File: src/hdl/zx_pkg.sv
package zx_pkg;

	typedef logic [7:0] byte_t;

	// identity of a decoded Z80 I/O port
	typedef enum logic [2:0]
	{
		PORT_NONE,
		PORT_FE,
		PORT_7FFD,
		PORT_EFF7,
		PORT_AY_REG,
		PORT_AY_DATA
	} port_sel_t;

	// EFF7 bit 2 picks the memory mode
	typedef enum logic
	{
		MODE_1024 = 1'b0,
		MODE_128  = 1'b1
	} mem_mode_t;

	localparam int RAM_PAGE_W = 6;
	localparam int ROM_PAGE_W = 5;

	// high address byte of the DOS entry points
	localparam byte_t DOS_ENTRY_HI = 8'h3D;

	// partial decode for FE and 7FFD, full decode for the rest
	function automatic port_sel_t port_decode(input logic [15:0] addr);
		if (!addr[0])
			return PORT_FE;
		else if (!addr[15] && !addr[1])
			return PORT_7FFD;
		else if (addr == 16'hEFF7)
			return PORT_EFF7;
		else if (addr == 16'hFFFD)
			return PORT_AY_REG;
		else if (addr == 16'hBFFD)
			return PORT_AY_DATA;
		else
			return PORT_NONE;
	endfunction

endpackage

File: src/hdl/zx_bus_sync.sv
`timescale 1ns/100ps

module zx_bus_sync import zx_pkg::*;
(
	input  logic        fclk,
	input  logic        rst_n,

	input  logic [15:0] a,
	input  byte_t       d_in,
	input  logic        iorq_n,
	input  logic        mreq_n,
	input  logic        rd_n,
	input  logic        wr_n,
	input  logic        m1_n,

	output logic        io_wr_stb,
	output logic        m1_stb,
	output port_sel_t   wr_port,
	output byte_t       wr_data,
	output byte_t       m1_addr_hi
);

	// bit positions in the strobe vector
	localparam int S_IORQ = 4;
	localparam int S_MREQ = 3;
	localparam int S_RD   = 2;
	localparam int S_WR   = 1;
	localparam int S_M1   = 0;

	logic [4:0] strb_meta;
	logic [4:0] strb_sync;
	logic       io_wr_lvl;
	logic       m1_rd_lvl;
	logic       io_wr_prev;
	logic       m1_rd_prev;

	////////////////////
	// two-flop synchronizers, strobes idle high
	always_ff @(posedge fclk or negedge rst_n)
	begin
		if (!rst_n)
		begin
			strb_meta <= '1;
			strb_sync <= '1;
		end
		else
		begin
			strb_meta <= {iorq_n, mreq_n, rd_n, wr_n, m1_n};
			strb_sync <= strb_meta;
		end
	end

	assign io_wr_lvl = !strb_sync[S_IORQ] && !strb_sync[S_WR];
	assign m1_rd_lvl = !strb_sync[S_M1] && !strb_sync[S_MREQ] && !strb_sync[S_RD];

	////////////////////
	// rising edge of the combined strobes
	always_ff @(posedge fclk or negedge rst_n)
	begin
		if (!rst_n)
		begin
			io_wr_prev <= 1'b0;
			m1_rd_prev <= 1'b0;
			io_wr_stb  <= 1'b0;
			m1_stb     <= 1'b0;
		end
		else
		begin
			io_wr_prev <= io_wr_lvl;
			m1_rd_prev <= m1_rd_lvl;
			io_wr_stb  <= io_wr_lvl && !io_wr_prev;
			m1_stb     <= m1_rd_lvl && !m1_rd_prev;
		end
	end

	// bus is still held, so raw pins are stable here
	always_ff @(posedge fclk)
	begin
		if (io_wr_lvl && !io_wr_prev)
		begin
			wr_port <= port_decode(a);
			wr_data <= d_in;
		end
		if (m1_rd_lvl && !m1_rd_prev)
			m1_addr_hi <= a[15:8];
	end

	// an I/O write and an opcode fetch never overlap on the Z80 bus
	a_no_dual_event: assert property (@(posedge fclk) disable iff (!rst_n)
		!(io_wr_stb && m1_stb));

endmodule

File: src/hdl/zx_port_regs.sv
`timescale 1ns/100ps

module zx_port_regs import zx_pkg::*;
(
	input  logic        fclk,
	input  logic        rst_n,

	input  logic        io_wr_stb,
	input  port_sel_t   wr_port,
	input  byte_t       wr_data,

	input  logic [15:0] a,
	input  logic        ear_in,
	input  logic        iorqge1,
	input  logic        iorqge2,

	output logic [2:0]  border,
	output byte_t       p7ffd,
	output byte_t       peff7,
	output mem_mode_t   mem_mode,
	output byte_t       rd_data,
	output logic        port_unowned
);

	port_sel_t rd_port;
	logic      p7ffd_lock;

	assign mem_mode = mem_mode_t'(peff7[2]);

	// 7FFD bit 5 freezes paging, 128K mode only
	assign p7ffd_lock = (mem_mode == MODE_128) && p7ffd[5];

	////////////////////
	// register writes
	always_ff @(posedge fclk or negedge rst_n)
	begin
		if (!rst_n)
		begin
			border <= 3'd0;
			p7ffd  <= 8'h00;
			peff7  <= 8'h00;
		end
		else if (io_wr_stb)
		begin
			case (wr_port)
				PORT_FE:
					border <= wr_data[2:0];
				PORT_7FFD:
				begin
					if (!p7ffd_lock)
						p7ffd <= wr_data;
				end
				PORT_EFF7:
					peff7 <= wr_data;
				default:
				begin
				end
			endcase
		end
	end

	////////////////////
	// read side, straight from the live address
	assign rd_port = port_decode(a);

	always_comb
	begin
		case (rd_port)
			PORT_FE:   rd_data = {1'b1, ear_in, 6'h3F};
			PORT_7FFD: rd_data = p7ffd;
			PORT_EFF7: rd_data = peff7;
			default:   rd_data = 8'hFF;
		endcase
	end

	// nobody inside or on the expansion bus answers
	assign port_unowned = (rd_port == PORT_NONE) && !iorqge1 && !iorqge2;

endmodule

File: src/hdl/zx_pager.sv
`timescale 1ns/100ps

module zx_pager import zx_pkg::*;
(
	input  logic                  fclk,
	input  logic                  rst_n,

	input  logic [15:14]          a,
	input  logic                  mreq_n,
	input  logic                  m1_stb,
	input  byte_t                 m1_addr_hi,

	input  byte_t                 p7ffd,
	input  byte_t                 peff7,
	input  mem_mode_t             mem_mode,

	output logic [RAM_PAGE_W-1:0] ram_page,
	output logic                  rom_sel,
	output logic [ROM_PAGE_W-1:0] rom_page
);

	logic                  dos;
	logic                  win0_rom;
	logic                  fetch_ok;
	logic [RAM_PAGE_W-1:0] page_nxt;

	// EFF7 bit 3 puts RAM 0 under the ROM window
	assign win0_rom = !peff7[3];

	////////////////////
	// window to page map
	always_comb
	begin
		case (a)
			2'd0:    page_nxt = '0;
			2'd1:    page_nxt = RAM_PAGE_W'(5);
			2'd2:    page_nxt = RAM_PAGE_W'(2);
			default:
			begin
				if (mem_mode == MODE_128)
					page_nxt = RAM_PAGE_W'(p7ffd[2:0]);
				else
					page_nxt = RAM_PAGE_W'({p7ffd[5], p7ffd[7:6], p7ffd[2:0]});
			end
		endcase
	end

	////////////////////
	// DOS flag from opcode fetches
	// fetch still in progress when the late event arrives
	assign fetch_ok = m1_stb && !mreq_n;

	always_ff @(posedge fclk or negedge rst_n)
	begin
		if (!rst_n)
			dos <= 1'b0;
		else if (fetch_ok)
		begin
			if (m1_addr_hi == DOS_ENTRY_HI && win0_rom && p7ffd[4])
				dos <= 1'b1;
			else if (m1_addr_hi[7:6] != 2'b00)
				dos <= 1'b0;
		end
	end

	always_ff @(posedge fclk or negedge rst_n)
	begin
		if (!rst_n)
		begin
			ram_page <= '0;
			rom_sel  <= 1'b0;
			rom_page <= {{(ROM_PAGE_W-2){1'b0}}, 2'b10};
		end
		else
		begin
			ram_page <= page_nxt;
			rom_sel  <= (a == 2'd0) && win0_rom;
			// bit 1 low selects the DOS ROM
			rom_page <= {{(ROM_PAGE_W-2){1'b0}}, !dos, p7ffd[4]};
		end
	end

endmodule

File: src/hdl/zx_bus_out.sv
`timescale 1ns/100ps

module zx_bus_out import zx_pkg::*;
(
	input  logic [15:0]           a,
	input  logic                  iorq_n,
	input  logic                  rd_n,
	input  logic                  wr_n,
	input  logic                  m1_n,
	input  logic                  mreq_n,

	input  byte_t                 rd_data,
	input  logic                  port_unowned,
	input  logic [ROM_PAGE_W-1:0] rom_page,
	input  logic                  rom_sel,

	output byte_t                 d_out,
	output logic                  d_oe,
	output logic                  ay_bdir,
	output logic                  ay_bc1,
	output logic                  rompg0_n,
	output logic                  dos_n,
	output logic                  rompg2,
	output logic                  rompg3,
	output logic                  rompg4,
	output logic                  csrom
);

	port_sel_t port;
	logic      io_cyc;
	logic      io_rd;
	logic      reg_port;
	logic      ay_port;

	assign port = port_decode(a);

	// iorq with m1 low is an interrupt acknowledge, not a port access
	assign io_cyc = !iorq_n && m1_n;
	assign io_rd  = io_cyc && !rd_n;

	// AY ports are read by the chip itself
	assign reg_port = port inside {PORT_FE, PORT_7FFD, PORT_EFF7};
	assign ay_port  = (port == PORT_AY_REG) || (port == PORT_AY_DATA);

	////////////////////
	// data bus
	assign d_oe  = io_rd && (reg_port || port_unowned);
	assign d_out = reg_port ? rd_data : 8'hFF;

	// FFFD wr latches address, BFFD wr writes data, FFFD rd reads
	assign ay_bdir = io_cyc && !wr_n && ay_port;
	assign ay_bc1  = io_cyc && (port == PORT_AY_REG) && (!wr_n || !rd_n);

	////////////////////
	// ROM pins
	assign rompg0_n = !rom_page[0];
	assign dos_n    = rom_page[1];
	assign rompg2   = rom_page[2];
	assign rompg3   = rom_page[3];
	assign rompg4   = rom_page[4];
	assign csrom    = rom_sel && !mreq_n;

	always_comb
	begin
		a_no_drive_on_wr: assert final (!(d_oe && !wr_n))
			else $error("data bus driven while wr_n is low");
	end

endmodule

File: src/hdl/zx_frame_timer.sv
`timescale 1ns/100ps

module zx_frame_timer
#(
	parameter int FRAME_LEN = 71680,
	parameter int INT_LEN   = 32,
	parameter int AY_DIV_W  = 4
)
(
	input  logic fclk,
	input  logic rst_n,

	output logic int_n,
	output logic ay_clk
);

	localparam int FC_W = $clog2(FRAME_LEN);
	localparam int IC_W = $clog2(INT_LEN + 1);

	logic [FC_W-1:0]     frame_cnt;
	logic [IC_W-1:0]     int_cnt;
	logic [AY_DIV_W-1:0] ay_div;
	logic                frame_wrap;

	assign frame_wrap = (frame_cnt == FC_W'(FRAME_LEN - 1));

	////////////////////
	// frame counter and interrupt pulse
	always_ff @(posedge fclk or negedge rst_n)
	begin
		if (!rst_n)
		begin
			frame_cnt <= '0;
			int_cnt   <= '0;
			int_n     <= 1'b1;
		end
		else
		begin
			frame_cnt <= frame_wrap ? '0 : frame_cnt + 1'b1;
			if (frame_wrap)
			begin
				int_n   <= 1'b0;
				int_cnt <= '0;
			end
			else if (!int_n)
			begin
				if (int_cnt == IC_W'(INT_LEN - 1))
					int_n <= 1'b1;
				else
					int_cnt <= int_cnt + 1'b1;
			end
		end
	end

	// free-running AY clock divider
	always_ff @(posedge fclk or negedge rst_n)
	begin
		if (!rst_n)
			ay_div <= '0;
		else
			ay_div <= ay_div + 1'b1;
	end

	assign ay_clk = ay_div[AY_DIV_W-1];

	a_int_width: assert property (@(posedge fclk) disable iff (!rst_n)
		$fell(int_n) |-> !int_n [*INT_LEN] ##1 int_n);

endmodule

File: src/hdl/zx_glue_top.sv
`timescale 1ns/100ps

module zx_glue_top import zx_pkg::*;
#(
	parameter int FRAME_LEN = 71680,
	parameter int INT_LEN   = 32,
	parameter int AY_DIV_W  = 4
)
(
	input  logic                  fclk,
	input  logic                  rst_n,

	// z80
	input  logic [15:0]           a,
	input  byte_t                 d_in,
	input  logic                  iorq_n,
	input  logic                  mreq_n,
	input  logic                  rd_n,
	input  logic                  wr_n,
	input  logic                  m1_n,
	input  logic                  iorqge1,
	input  logic                  iorqge2,
	input  logic                  ear_in,

	output byte_t                 d_out,
	output logic                  d_oe,
	output logic                  int_n,

	// AY
	output logic                  ay_clk,
	output logic                  ay_bdir,
	output logic                  ay_bc1,

	// ROM
	output logic                  rompg0_n,
	output logic                  dos_n,
	output logic                  rompg2,
	output logic                  rompg3,
	output logic                  rompg4,
	output logic                  csrom,

	output logic [RAM_PAGE_W-1:0] ram_page,
	output logic                  rom_sel
);

	logic                  io_wr_stb;
	logic                  m1_stb;
	port_sel_t             wr_port;
	byte_t                 wr_data;
	byte_t                 m1_addr_hi;
	logic [2:0]            border;
	byte_t                 p7ffd;
	byte_t                 peff7;
	mem_mode_t             mem_mode;
	byte_t                 rd_data;
	logic                  port_unowned;
	logic [ROM_PAGE_W-1:0] rom_page;

	zx_bus_sync u_bus_sync (
		.fclk(fclk), .rst_n(rst_n), .a(a), .d_in(d_in),
		.iorq_n(iorq_n), .mreq_n(mreq_n), .rd_n(rd_n), .wr_n(wr_n), .m1_n(m1_n),
		.io_wr_stb(io_wr_stb), .m1_stb(m1_stb), .wr_port(wr_port),
		.wr_data(wr_data), .m1_addr_hi(m1_addr_hi)
	);

	zx_port_regs u_port_regs (
		.fclk(fclk), .rst_n(rst_n), .io_wr_stb(io_wr_stb), .wr_port(wr_port),
		.wr_data(wr_data), .a(a), .ear_in(ear_in), .iorqge1(iorqge1), .iorqge2(iorqge2),
		.border(border), .p7ffd(p7ffd), .peff7(peff7), .mem_mode(mem_mode),
		.rd_data(rd_data), .port_unowned(port_unowned)
	);

	zx_pager u_pager (
		.fclk(fclk), .rst_n(rst_n), .a(a[15:14]), .mreq_n(mreq_n),
		.m1_stb(m1_stb), .m1_addr_hi(m1_addr_hi),
		.p7ffd(p7ffd), .peff7(peff7), .mem_mode(mem_mode),
		.ram_page(ram_page), .rom_sel(rom_sel), .rom_page(rom_page)
	);

	zx_bus_out u_bus_out (
		.a(a), .iorq_n(iorq_n), .rd_n(rd_n), .wr_n(wr_n), .m1_n(m1_n), .mreq_n(mreq_n),
		.rd_data(rd_data), .port_unowned(port_unowned),
		.rom_page(rom_page), .rom_sel(rom_sel),
		.d_out(d_out), .d_oe(d_oe), .ay_bdir(ay_bdir), .ay_bc1(ay_bc1),
		.rompg0_n(rompg0_n), .dos_n(dos_n), .rompg2(rompg2), .rompg3(rompg3),
		.rompg4(rompg4), .csrom(csrom)
	);

	zx_frame_timer #(
		.FRAME_LEN(FRAME_LEN),
		.INT_LEN(INT_LEN),
		.AY_DIV_W(AY_DIV_W)
	) u_frame_timer (
		.fclk(fclk), .rst_n(rst_n), .int_n(int_n), .ay_clk(ay_clk)
	);

endmodule

File: config.mk
export PLATFORM = sky130hd
export DESIGN_NAME = zx_glue_top
export DESIGN_NICKNAME = d
export VERILOG_FILES = /design/src/hdl/zx_pkg.sv /design/src/hdl/zx_bus_sync.sv /design/src/hdl/zx_port_regs.sv /design/src/hdl/zx_pager.sv /design/src/hdl/zx_bus_out.sv /design/src/hdl/zx_frame_timer.sv /design/src/hdl/zx_glue_top.sv
export SDC_FILE = /design/constraint.sdc
export NUM_CORES = 1
export LEC_CHECK = 0
export BUFFER_PORTS_ARGS = -buffer_cell sky130_fd_sc_hd__buf_2
export CAP_MARGIN = 10
export CORE_UTILIZATION = 59
export DETAILED_ROUTE_END_ITERATION = 6
export PLACE_DENSITY = 0.83
export SYNTH_ARGS = -nofsm -noshare
export SYNTH_HDL_FRONTEND = slang
export SYNTH_SLANG_ARGS = --single-unit
File: constraint.sdc
create_clock -name fclk -period 3.7 [get_ports fclk]
set_input_delay 0 -clock fclk [delete_from_list [all_inputs] [get_ports fclk]]
set_output_delay 0 -clock fclk [all_outputs]
set_load 0.02 [all_outputs]
==> out/metrics.sh <==
RUN_STATUS='finished clean'
FP.DIEW_UM=78.9
SEQ_AREA_FRAC_SYNTH=0.656
GRT_FIRST_PASS_WIRELENGTH_MM=11.8
FLOORPLAN.ROWS=27
YS_ASYNC_SR_FRACTION=0.782
VIASPERCELL=5.69
VIAS=2428
DRCVIOLATIONCOUNT=0
FINAL.HOLD.WORST_SLACK_NS=0.108
CLOCK_POWER_SHARE=0.325
FIRST_GLOBAL_VIAS=2452
ROOT_BUFFER='sky130_fd_sc_hd__clkbuf_8'
CLK_PIN_SLEW_NS=0.08
TIMING.MAX_CAP.VIOLATIONS=0
SYN_AREA_PER_CELL_UM2=13.4
CTS_HTREE_LEVELS=3
DRT_ITER0_DRC=161
CLOCK.FMAX_MHz=450
SETUP_REPAIR_AFTER_GLOBAL_ROUTING_MISSED_ITS_MARGIN='false'
CTS_MAX_PATH_BUFFERS=2
WORST-ENDPOINT-ARRIVAL_NS=2.22
END_KIND='primary output'
HOLDCRITPATHCLASS='input port to flop'
REG2REG_DEPTH=5
RELSLEWSLACK=0.302
DIEAREA_MM2=0.00622
NUMBER_OF_ANTENNA_VIOLATIONS_AT_THE_FIRST_CHECK_IN_GLOBAL_ROUTING=0
FINALSETUPVIOLCOUNT=0
SYNTH_EDF_COUNT=19
INITIAL_STANDARD_CELL_UTILIZATION_OF_THE_CORE=0.622
DESIGN.CORE.AREA_MM2=0.00561
TOTALWIRELENGTH_MM=7.07
STARTPOINT_OF_THE_WORST_SETUP_TIMING_PATH='a[15]'
CRIT_PATH_MAX_FANOUT=9
R2R-END='u_frame_timer.frame_cnt[3]'
P_SW_W=0.000444
AVGROUTEDWIREPERCELL_UM=16.6
CRITICAL_PATH_START_TYPE='input port'
VDD_IR_DROP_MAX_uV=297
PLACE_CONGESTION=0.755
PORT_BUFFERS=56
MAXIMUM_NUMBER_OF_PINS_ON_ONE_NET_BEFORE_GLOBAL_ROUTE_REPAIR=49
POWER.STATIC_LEAKAGE_nW=1.91
SYN_INST=260
FINALSETUPTNS_NS=0
ANTENNA_LEFT=0
SYNTH-SEQ-CELLS=87
POWER_PER_CELL_AREA_mW_PER_MM2=429
FINALPOWER_W=0.00182
FINAL.PERIOD_UTILIZATION=0.600
POWER.SWITCHING_FRACTION=0.244
SYNTH.CELL_AREA_MM2=0.00349
SHARE_SEQ_OF_TOTAL_POWER=0.588
FINAL-HOLD-VIOLATION-COUNT=0
AREA_ADDED_BETWEEN_SYNTHESIS_AND_FINISH_PCT=21.7
WORSTSETUPENDPOINT='d_out[3]'
FF2FF_SETUP_SLACK_NS=1.94
GR_UTIL_MET3=0.0667
GRT_USAGE=0.256
TIMING.FINAL.MAX_SLEW_VIOLATIONS=0
DRT_FIRST_PASS_ITERS=4
POWER.SHARE.COMBINATIONAL=0.087
GR-USAGE-MET2=0.425
CELLINTERNALPOWER_W=0.00138
GROUTE.LAYER.MET1.USAGE=0.325
WORST_EP_REQUIRED_TIME_NS=3.70
TIGHTEST_SLEW_NS=1.05
IOPINCOUNT=60
MOST-COMMON-LAYOUT-CELLS='56 x sky130_fd_sc_hd__buf_2, 56 x sky130_fd_sc_hd__dfrtp_1, 23 x sky130_fd_sc_hd__dlygate4sd3_1'
DIE_HEIGHT_UM=78.9
CLOCK_SINK_COUNT=87
BUSIEST_LAYER='met2'
TRITONCTS='yes'
SYNTH_TOP_FLOP_CELL='sky130_fd_sc_hd__dfrtp_1'
WORST_SETUP_PATH_TYPE='input port to primary output'
CLOCK_LATENCY_NS=0.35
ANTENNADIODECOUNT=0
YS.WARNINGS.COUNT=0
NUMBER_OF_BUFFERS_CREATED_BY_CTS=9
SYNTH_CELL_TYPES=46
DRIVE_ABOVE_1_SHARE=0.299
POST-ROUTE-MIN-PERIOD_NS=2.22
RR_STARTPOINT='u_frame_timer.frame_cnt[0]'
GR-TOTAL-OVERFLOW=0
FINAL_WORST_CLOCK_SKEW_NS=0.00626
NETS_FINISH=387
HPWL_MM=4.22
[synthesized netlist by cell type (7+ instances only)]
cell	count	area, um^2
sky130_fd_sc_hd__dfstp_2	12	315
sky130_fd_sc_hd__xor2_1	12	105
sky130_fd_sc_hd__nor2_1	22	82.6
sky130_fd_sc_hd__nand2_1	10	37.5
sky130_fd_sc_hd__nand3_1	10	50.1
sky130_fd_sc_hd__mux2_2	16	180
sky130_fd_sc_hd__edfxtp_1	19	571
sky130_fd_sc_hd__dfrtp_1	56	1400
sky130_fd_sc_hd__a21oi_1	7	35.0
sky130_fd_sc_hd__nor3_1	7	35.0
sky130_fd_sc_hd__inv_1	10	37.5
sky130_fd_sc_hd__o22a_1	7	61.3
[registers in the layout, summed over array words and instances (netlist names), 2 cells and up]
| register | flops |
|---|---|
| u_port_regs.peff7 | 8 |
| u_frame_timer.frame_cnt | 17 |
| u_frame_timer.ay_div | 4 |
| u_bus_sync.strb_sync | 5 |
| u_bus_sync.strb_meta | 5 |
| u_bus_sync.wr_port | 3 |
| u_port_regs.p7ffd | 8 |
| u_frame_timer.int_cnt | 6 |
| u_pager.rom_page | 2 |
| u_pager.ram_page | 6 |
| u_bus_sync.wr_data | 8 |
| u_bus_sync.m1_addr_hi | 8 |
[power by group through the flow]
stage	clock [W]	sequential (W)	combinational, W
global placement	0	0.00108	0.000131
floorplan	0	0.00109	0.0000683
finish	0.000591	0.00107	0.000158
CTS	0.000598	0.00107	0.000155
global route	0.000637	0.00108	0.000172
detailed placement	0	0.00109	0.000135
[worst min-delay path by stage]
stage,startpoint,endpoint,slack [ns],cells past startpoint
floorplan,rst_n,u_bus_sync.io_wr_prev,-0.30,0
global placement,mreq_n,u_bus_sync.strb_meta[3],0.12,1
detailed placement,m1_n,u_bus_sync.strb_meta[0],0.12,1
CTS,a[0],u_bus_sync.wr_port[0],0.05,2
global route,a[0],u_bus_sync.wr_port[1],0.08,3
finish,a[0],u_bus_sync.wr_port[1],0.11,3
[cell families after synthesis]
logic type,after synthesis,share of synthesized area
simple gates,88,0.144
flops,87,0.656
compound gates,31,0.0642
xor+xnor,18,0.0452
mux,17,0.0545
buf+inv,15,0.0248
fa+ha+maj,3,0.0108
other cells,1,0.00108
[area by class of cell]
cell class	count	area, um^2
fill	366	1360
multi-input combinational	160	1120
timing repair buffer	82	533
tap	72	90.1
sequential	87	2290
inverter	10	37.5
clock buffer	11	141
clock inverter	5	33.8
[layer usage]
layer  part of all wire  up-vias
met5                  0        -
met3              0.060       21
li1                   -     1105
met2               0.50      110
met4              0.021        0
met1               0.42     1192
[worst max-delay path: stages]
cell and delay, ns:
sky130_fd_sc_hd__dlygate4sd3_1 0.53, sky130_fd_sc_hd__buf_2 0.21, sky130_fd_sc_hd__and4_1 0.28, sky130_fd_sc_hd__nand3_1 0.16, sky130_fd_sc_hd__o211ai_1 0.59, sky130_fd_sc_hd__o22a_1 0.27, sky130_fd_sc_hd__buf_2 0.17
[per-stage QoR]
step            util  cell area (um^2)  std cells  setup slack (ns)
6_report       0.757              4240        427              1.48
5_1_grt        0.757              4240        427              1.33
4_1_cts        0.757              4240        427              1.51
3_5_place_dp   0.685              3840        388              1.92
3_3_place_gp   0.685              3840        388              1.99
2_1_floorplan      -              3490        262              1.98
[repair_timing]
item,in CTS,in global routing
hold buffers,23,0
resized for setup,0,0
setup buffers,0,0
endpoints found under the hold margin,71,0
No activity file was read; power rests on OpenSTA's default activity.
